===== src/verilog/cart_pkg.sv =====
package cart_pkg;

// ========================================
// Width types
// ========================================

// Console ROM address or stored image byte address
typedef logic [23:0] rom_addr_t;

// Byte address inside the downloaded file
typedef logic [24:0] dl_addr_t;

// One loader data word
typedef logic [15:0] dl_word_t;

// Size code where bytes = 1024 << code
typedef logic [3:0] size_code_t;

// 0 auto, 1 none, 2 LoROM, 3 HiROM, 4 ExHiROM
typedef logic [2:0] hdr_mode_t;

// 0 auto, 1 NTSC, 2 and 3 PAL
typedef logic [1:0] region_sel_t;

// ========================================
// Bundles
// ========================================

// Single loader write
typedef struct packed {
	logic     wr;
	dl_addr_t addr;
	dl_word_t data;
} dl_beat_t;

// Decoded cartridge description
typedef struct packed {
	logic [7:0] rom_type;
	rom_addr_t  rom_mask;
	rom_addr_t  ram_mask;
	size_code_t ram_size;
	logic       pal;
} cart_info_t;

// Mirroring for images whose size is not a power of two
typedef struct packed {
	logic      en;
	rom_addr_t split;
	rom_addr_t rmask;
} mirror_cfg_t;

// ========================================
// Header layout
// ========================================

// Copier header in front of the image
localparam dl_addr_t COPIER_HDR_BYTES = 25'd512;

// File address of the size word, RAM size word sits 2 bytes higher
localparam dl_addr_t LOROM_HDR_ADDR   = 25'h007FD6 + COPIER_HDR_BYTES;
localparam dl_addr_t HIROM_HDR_ADDR   = 25'h00FFD6 + COPIER_HDR_BYTES;
localparam dl_addr_t EXHIROM_HDR_ADDR = 25'h40FFD6 + COPIER_HDR_BYTES;

// 4 MiB when the header gives nothing better
localparam size_code_t DEFAULT_ROM_SIZE = 4'd12;

// Smallest split used by the mirror logic
localparam rom_addr_t MIN_MIRROR_SPLIT = 24'h040000;

endpackage

===== src/verilog/cart_loader_top.sv =====
`timescale 1ns/10ps

module cart_loader_top
	import cart_pkg::*;
(
	input  logic        clk_sys,
	input  logic        RESET,
	input  logic        dl_active,
	input  logic        rom_req,
	input  hdr_mode_t   hdr_mode,
	input  region_sel_t region_sel,
	input  dl_beat_t    dl_beat,
	input  rom_addr_t   rom_addr,
	output cart_info_t  info,
	output logic        map_valid,
	output rom_addr_t   map_addr
);

// Between decode and mirror stages
rom_addr_t   file_size;
logic        dl_start;
logic        dl_done;

// Between mirror and address stages
mirror_cfg_t mirror;

// ========================================
// Header parse
// ========================================

cart_header_decode header_decode (
	.clk_sys    (clk_sys),
	.RESET      (RESET),
	.hdr_mode   (hdr_mode),
	.region_sel (region_sel),
	.dl_active  (dl_active),
	.dl_beat    (dl_beat),
	.info       (info),
	.file_size  (file_size),
	.dl_start   (dl_start),
	.dl_done    (dl_done)
);

// Mirror setup at end of download
rom_mirror_calc mirror_calc (
	.clk_sys   (clk_sys),
	.RESET     (RESET),
	.dl_start  (dl_start),
	.dl_done   (dl_done),
	.file_size (file_size),
	.mirror    (mirror)
);

// ========================================
// Address path
// ========================================

rom_addr_map addr_map (
	.clk_sys   (clk_sys),
	.RESET     (RESET),
	.rom_req   (rom_req),
	.rom_addr  (rom_addr),
	.rom_mask  (info.rom_mask),
	.mirror    (mirror),
	.map_valid (map_valid),
	.map_addr  (map_addr)
);

endmodule


===== src/verilog/rom_addr_map.sv =====
`timescale 1ns/10ps

module rom_addr_map
	import cart_pkg::*;
(
	input  logic        clk_sys,
	input  logic        RESET,
	input  logic        rom_req,
	input  rom_addr_t   rom_addr,
	input  rom_addr_t   rom_mask,
	input  mirror_cfg_t mirror,
	output logic        map_valid,
	output rom_addr_t   map_addr
);

logic      in_range;
logic      in_mirror;
rom_addr_t addr_nxt;

// ========================================
// Translation
// ========================================

// Nothing set above the ROM size
assign in_range = ~|(rom_addr & ~rom_mask);

// Upper half of a short image folds onto its tail
assign in_mirror = mirror.en & in_range & (|(rom_addr & mirror.split));

assign addr_nxt = in_mirror ? (mirror.split | (rom_addr & mirror.rmask)) : rom_addr;

// ========================================
// Output stage
// ========================================

always_ff @(posedge clk_sys) begin
	if (RESET)
		map_valid <= 1'b0;
	else
		map_valid <= rom_req;
end

// One result per request, back to back
always_ff @(posedge clk_sys) begin
	if (rom_req)
		map_addr <= addr_nxt;
end

endmodule


===== src/verilog/rom_mirror_calc.sv =====
`timescale 1ns/10ps

module rom_mirror_calc
	import cart_pkg::*;
(
	input  logic        clk_sys,
	input  logic        RESET,
	input  logic        dl_start,
	input  logic        dl_done,
	input  rom_addr_t   file_size,
	output mirror_cfg_t mirror
);

// Registered configuration
logic      mirror_en;
rom_addr_t mirror_split;
rom_addr_t mirror_rmask;

// Next configuration from the file size
logic      size_npot;
rom_addr_t split_nxt;
rom_addr_t rmask_nxt;

// ========================================
// Split search
// ========================================

// Any second set bit means not a power of two
assign size_npot = |(file_size & (file_size - rom_addr_t'(1)));

// Highest set bit in 23..19, later iterations win
always_comb begin
	split_nxt = MIN_MIRROR_SPLIT;
	for (int b = 19; b <= 23; b++) begin
		if (file_size[b])
			split_nxt = rom_addr_t'(1) << b;
	end
end

// Size of the tail above the split
assign rmask_nxt = file_size - split_nxt - rom_addr_t'(1);

// ========================================
// Configuration registers
// ========================================

always_ff @(posedge clk_sys) begin
	if (RESET) begin
		mirror_en <= 1'b0;
	end else begin
		if (dl_start)
			mirror_en <= 1'b0;
		// Power-of-two files keep mirroring off
		if (dl_done && size_npot)
			mirror_en <= 1'b1;
	end
end

always_ff @(posedge clk_sys) begin
	if (dl_done && size_npot) begin
		mirror_split <= split_nxt;
		mirror_rmask <= rmask_nxt;
	end
end

assign mirror = '{
	en:    mirror_en,
	split: mirror_split,
	rmask: mirror_rmask
};

endmodule


===== src/verilog/cart_header_decode.sv =====
`timescale 1ns/10ps

module cart_header_decode
	import cart_pkg::*;
(
	input  logic        clk_sys,
	input  logic        RESET,
	input  hdr_mode_t   hdr_mode,
	input  region_sel_t region_sel,
	input  logic        dl_active,
	input  dl_beat_t    dl_beat,
	output cart_info_t  info,
	output rom_addr_t   file_size,
	output logic        dl_start,
	output logic        dl_done
);

// Header fields
size_code_t rom_size;
size_code_t ram_size;
logic [7:0] rom_type;
logic       hdr_region;
logic       pal;
logic       info_vld;

// Download edge tracking
logic       dl_active_q;

// Size word location in the forced modes
logic       hdr_fixed;
dl_addr_t   size_addr;
logic       wr_en;

rom_addr_t  rom_mask;
rom_addr_t  ram_mask;

// Byte count minus one for a size code
function automatic rom_addr_t code_mask(size_code_t code);
	return (rom_addr_t'(1024) << code) - rom_addr_t'(1);
endfunction

assign wr_en = dl_active & dl_beat.wr;

always_comb begin
	hdr_fixed = 1'b1;
	case (hdr_mode)
		3'd2: size_addr = LOROM_HDR_ADDR;
		3'd3: size_addr = HIROM_HDR_ADDR;
		3'd4: size_addr = EXHIROM_HDR_ADDR;
		default: begin
			// Auto and no-header take sizes from word 0
			size_addr = '0;
			hdr_fixed = 1'b0;
		end
	endcase
end

// ========================================
// Header capture
// ========================================

always_ff @(posedge clk_sys) begin
	if (RESET) begin
		rom_size    <= '0;
		ram_size    <= '0;
		rom_type    <= '0;
		hdr_region  <= 1'b0;
		info_vld    <= 1'b0;
		pal         <= 1'b0;
		dl_active_q <= 1'b0;
		dl_start    <= 1'b0;
		dl_done     <= 1'b0;
	end else begin
		dl_active_q <= dl_active;
		dl_start    <= dl_active & ~dl_active_q;
		dl_done     <= dl_active_q & ~dl_active;

		if (wr_en) begin
			if (dl_beat.addr == '0) begin
				info_vld <= 1'b1;
				rom_size <= DEFAULT_ROM_SIZE;
				ram_size <= '0;
				// Packed size byte from the loader in auto mode
				if (hdr_mode == 3'd0 && dl_beat.data[7:0] != 8'h00) begin
					ram_size <= dl_beat.data[7:4];
					rom_size <= dl_beat.data[3:0];
				end
				case (hdr_mode)
					3'd1, 3'd2: rom_type <= 8'd0;
					3'd3:       rom_type <= 8'd1;
					3'd4:       rom_type <= 8'd2;
					default:    rom_type <= dl_beat.data[15:8];
				endcase
			end

			if (dl_beat.addr == dl_addr_t'(2))
				hdr_region <= dl_beat.data[8];

			if (hdr_fixed && dl_beat.addr == size_addr)
				rom_size <= dl_beat.data[11:8];
			if (hdr_fixed && dl_beat.addr == size_addr + dl_addr_t'(2))
				ram_size <= dl_beat.data[3:0];
		end

		// Region held steady while a file streams in
		if (!dl_active)
			pal <= (region_sel == 2'd0) ? hdr_region : region_sel[1];
	end
end

// File size words from the loader preamble
always_ff @(posedge clk_sys) begin
	if (wr_en) begin
		if (dl_beat.addr == dl_addr_t'(8))
			file_size[15:0] <= dl_beat.data;
		if (dl_beat.addr == dl_addr_t'(10))
			file_size[23:16] <= dl_beat.data[7:0];
	end
end

// ========================================
// Outputs
// ========================================

assign rom_mask = info_vld ? code_mask(rom_size) : '0;
assign ram_mask = (ram_size == '0) ? '0 : code_mask(ram_size);

assign info = '{
	rom_type: rom_type,
	rom_mask: rom_mask,
	ram_mask: ram_mask,
	ram_size: ram_size,
	pal:      pal
};

endmodule


===== config.mk =====
export PLATFORM = sky130hd
export DESIGN_NAME = cart_loader_top
export DESIGN_NICKNAME = d
export VERILOG_FILES = /design/src/verilog/cart_pkg.sv /design/src/verilog/cart_loader_top.sv /design/src/verilog/rom_addr_map.sv /design/src/verilog/rom_mirror_calc.sv /design/src/verilog/cart_header_decode.sv
export SDC_FILE = /design/constraint.sdc
export NUM_CORES = 1
export LEC_CHECK = 0
export BUFFER_PORTS_ARGS = -buffer_cell sky130_fd_sc_hd__buf_2
export CORE_UTILIZATION = 40
export CTS_CLUSTER_SIZE = 8
export DETAILED_ROUTE_END_ITERATION = 16
export PLACE_DENSITY = 0.7
export REMOVE_ABC_BUFFERS = 1
export SLEW_MARGIN = 0
export SYNTH_ARGS = -nofsm -noshare
export SYNTH_HDL_FRONTEND = slang
export SYNTH_HIERARCHICAL = 1
export SYNTH_SLANG_ARGS = --single-unit

===== constraint.sdc =====
create_clock -name clk_sys -period 3.4 [get_ports clk_sys]
set_input_delay 0.68 -clock clk_sys [delete_from_list [all_inputs] [get_ports clk_sys]]
set_output_delay 0.68 -clock clk_sys [all_outputs]
set_load 0.02 [all_outputs]

==> flow_metrics.env <==
export IMPL_rows=45
export IMPL_setup_viol=0
export IMPL_drc=0
export IMPL_wl_per_cell_um=15.93
export IMPL_final_cell_area_um2=7396
export IMPL_vias_per_cell=5.340
export IMPL_dp_hpwl_um=12290
export IMPL_cp_max_fo=30
export IMPL_finalPower_mw=2.608
export IMPL_drtAntennaViolNets=0
export IMPL_die_h_um=127.1
export IMPL_root_buffer="clkbuf_16"
export IMPL_p_per_area_nw_per_um2=352.7
export IMPL_worst_slack_ns=0.2327
export IMPL_placement_cell_area_um2=7103
export IMPL_grt_usage_pct=19.69
export IMPL_hold_start="header_decode/dl_active_q$_SDFF_PP0_"
export IMPL_reg2reg_from="header_decode/file_size[8]$_DFFE_PP_"
export IMPL_slew_viol_final=0
export IMPL_cts_setup_buffers=0
export IMPL_critPathCaptureType="register"
export IMPL_cts_resized=0
export IMPL_drtPass1Iterations=5
export IMPL_io_pins=161
export IMPL_cp_slowest_cell="edfxtp_1"
export IMPL_holdPathStages=1
export IMPL_relSlewSlack_pct=61.24
export IMPL_met1_length_um=7004
export IMPL_grt_max_degree=31
export IMPL_grt_pass1_vias=4985
export IMPL_area_growth_pct=18.13
export IMPL_yosys_area_top_type="edfxtp_1"
export IMPL_die_width_um=127.1
export IMPL_antenna_diode_count=0
export IMPL_r2r_slack_ns=0.23
export IMPL_r2r_cells=11
export IMPL_die_area_um2=16160
export IMPL_grt_setup_unrepaired="false"
export IMPL_antenna_found_initial=0
export IMPL_ys_types=70
export IMPL_grt_pass1_wl_um=24630
export IMPL_layout_drive_gt1_share_pct=28.03
export IMPL_status="finished, final reports clean"
export IMPL_worstMarginPinSlew_ns=0.5806
export IMPL_clock_sinks=102
export IMPL_startpoint_type="register"
export IMPL_async_flop_share_pct=0
export IMPL_synth_ff_type="edfxtp_1"
export IMPL_period_minus_slack_ns=3.167
export IMPL_portBuffers=160
export IMPL_gr_total_overflow=0
export IMPL_initial_core_util_pct=41.03
export IMPL_numCtsBuffers=9
export IMPL_avgSynthCellArea_um2=10.10
export IMPL_vdd_drop_max_v=0.0002452
export IMPL_synth_edf_count=78
export IMPL_r2r_end="mirror_calc/mirror_split[22]$_DFFE_PP_"
export IMPL_critPathRequiredTime_ns=3.50
export IMPL_dp_cells=962
export IMPL_gp_congestion=0.9074
export IMPL_core_area_um2=15260
export IMPL_vias=5223
export IMPL_wl_met3_um=1137
export IMPL_top_layer_used="met4"
export IMPL_routed_wl_um=15580
export IMPL_nets=861
export IMPL_fin_cells=978
export IMPL_maxCapViolations=0
export IMPL_dr_wl_met2_um=6953
export IMPL_synth_top_area_share_pct=37.41
export IMPL_finish_utilization_pct=48.47
export IMPL_critPathKind="reg2reg"
export IMPL_cts_path_max_buffers=2
export IMPL_cts_htree_levels=3
export IMPL_finalSetupTns_ns=0
export IMPL_fin_crit_sh_pct=93.16
export IMPL_crit_arrival_ns=3.27
export IMPL_synthesis_area_um2=6261
export IMPL_first_iter_violations=320
export IMPL_fin_skew_ns=0.007007
export IMPL_synth_cells=620
export IMPL_yosysWarningCount=6
export IMPL_postCtsHoldBufs=0
export IMPL_min_path_type="reg2reg"
export IMPL_max_freq_mhz=315.7
export IMPL_clkSlewWorstSetupHoldPaths_ns=0.07
export IMPL_hold_viol=0
export IMPL_clock_latency_ns=0.35
export IMPL_hold_end="header_decode/dl_start$_SDFF_PP0_"
export IMPL_ys_seq_area_share_pct=45.08
export IMPL_cpPeakStageDelay_ns=0.46
export IMPL_whs_ns=0.4049
export IMPL_tritoncts="built"
export IMPL_p_leak_nw=3.227
export IMPL_ys_ff_latch=102
export IMPL_pre_cts_ws_ns=0.2781
export IMPL_ys_top_cells_by_area="edfxtp_1 37%, dfxtp_1 7.7%, buf_4 4.9%, ha_1 4.8%, inv_1 3.5%"
export IMPL_cp_cell_sequence="nor3_1, nand3_1, or3_1, or3_1, ha_1, nor4_1, nand4_1, nor4_1, o2111ai_1, o21a_1, buf_12"
## routing by layer
layer,vias to the layer above,GRT usage [%]
met4,0,9.174
li1,2538,-
met2,267,32.58
met1,2383,24.72
met3,35,4.104
met5,-,0
## kinds of logic after synthesis
| logic type | synth area share [%] |
|---|---|
| flops | 45.08 |
| simple gates | 19.24 |
| other cells | 0.05989 |
| xor+xnor | 0.6994 |
| buf+inv | 11.01 |
| fa+ha+maj | 4.796 |
| compound gates | 18.95 |
| mux | 0.1599 |
## sequential cells by signal (all words and copies together) (netlist names), 4 cells and up
name / flops
addr_map/map_addr: 24
header_decode/file_size: 24
header_decode/ram_size: 4
header_decode/rom_size: 4
header_decode/rom_type: 8
mirror_calc/mirror_rmask: 24
mirror_calc/mirror_split: 6
## how the worst max path moves through the flow
stage                                              start                                     end  slack (ns)  cells past startpoint
finish              header_decode/file_size[8]$_DFFE_PP_  mirror_calc/mirror_split[22]$_DFFE_PP_        0.23                     11
global route        header_decode/file_size[8]$_DFFE_PP_  mirror_calc/mirror_split[19]$_DFFE_PP_        0.05                     11
CTS                 header_decode/file_size[8]$_DFFE_PP_  mirror_calc/mirror_rmask[21]$_DFFE_PP_        0.25                     11
detailed placement  header_decode/file_size[8]$_DFFE_PP_  mirror_calc/mirror_split[21]$_DFFE_PP_        0.28                     11
global placement    header_decode/file_size[8]$_DFFE_PP_  mirror_calc/mirror_split[21]$_DFFE_PP_        0.26                     11
floorplan            header_decode/info_vld$_SDFFE_PP0P_         addr_map/map_addr[18]$_DFFE_PP_       -1.49                      6
## cell usage in the layout, fill, tap and decap left out, types with 14 or more instances in the layout
master	n
a41oi_1	24
nand2b_1	18
nor4_1	14
inv_1	58
buf_2	160
buf_4	22
nor2b_1	14
conb_1	18
a21o_1	26
edfxtp_1	78
nand2_1	23
a21oi_1	19
nor2_1	50
dfxtp_1	24
ha_1	24
## where the power goes
part / total [mW] / switching [mW] / internal, mW / leakage (nW)
Clock: 0.997 / 0.428 / 0.569 / 0.138
Sequential: 1.38 / 0.00769 / 1.37 / 0.927
Combinational: 0.236 / 0.145 / 0.0911 / 2.16
## synthesized netlist by cell type (4+ instances only)
library cell	number
a211oi_1	10
a21o_1	26
a21oi_1	19
a22oi_1	12
a311oi_1	9
a31oi_1	4
a41oi_1	24
and2_1	12
and3_1	4
buf_4	41
clkbuf_1	19
dfxtp_1	24
edfxtp_1	78
ha_1	24
inv_1	58
nand2_1	23
nand2b_1	18
nand3_1	13
nand3b_1	6
nand4_1	6
nor2_1	50
nor2b_1	14
nor3_1	11
nor3b_1	6
nor4_1	14
o21a_1	4
o21ai_0	11
o22ai_1	5
or3_1	10
xnor2_1	4
## final cells by class
type / instances / area [µm²]
fillers: 1461 / 7863
multi-input cells: 408 / 2813
flip-flops and latches: 102 / 2823
inverters: 58 / 217.7
clock inverters: 6 / 63.81
repair buffers: 183 / 985.9
well taps: 211 / 264.0
clock buffers: 10 / 229.0
## critical path, delay by kind of cell (launching register included)
family | cells | cell delay, ns
buffers and inverters | 1 | 0.18
and+or+nand+nor | 7 | 1.66
DFF | 1 | 0.46
adders and majority gates | 1 | 0.18
AOI/OAI and AO/OA | 2 | 0.44
(Power assumes the default switching activity.)
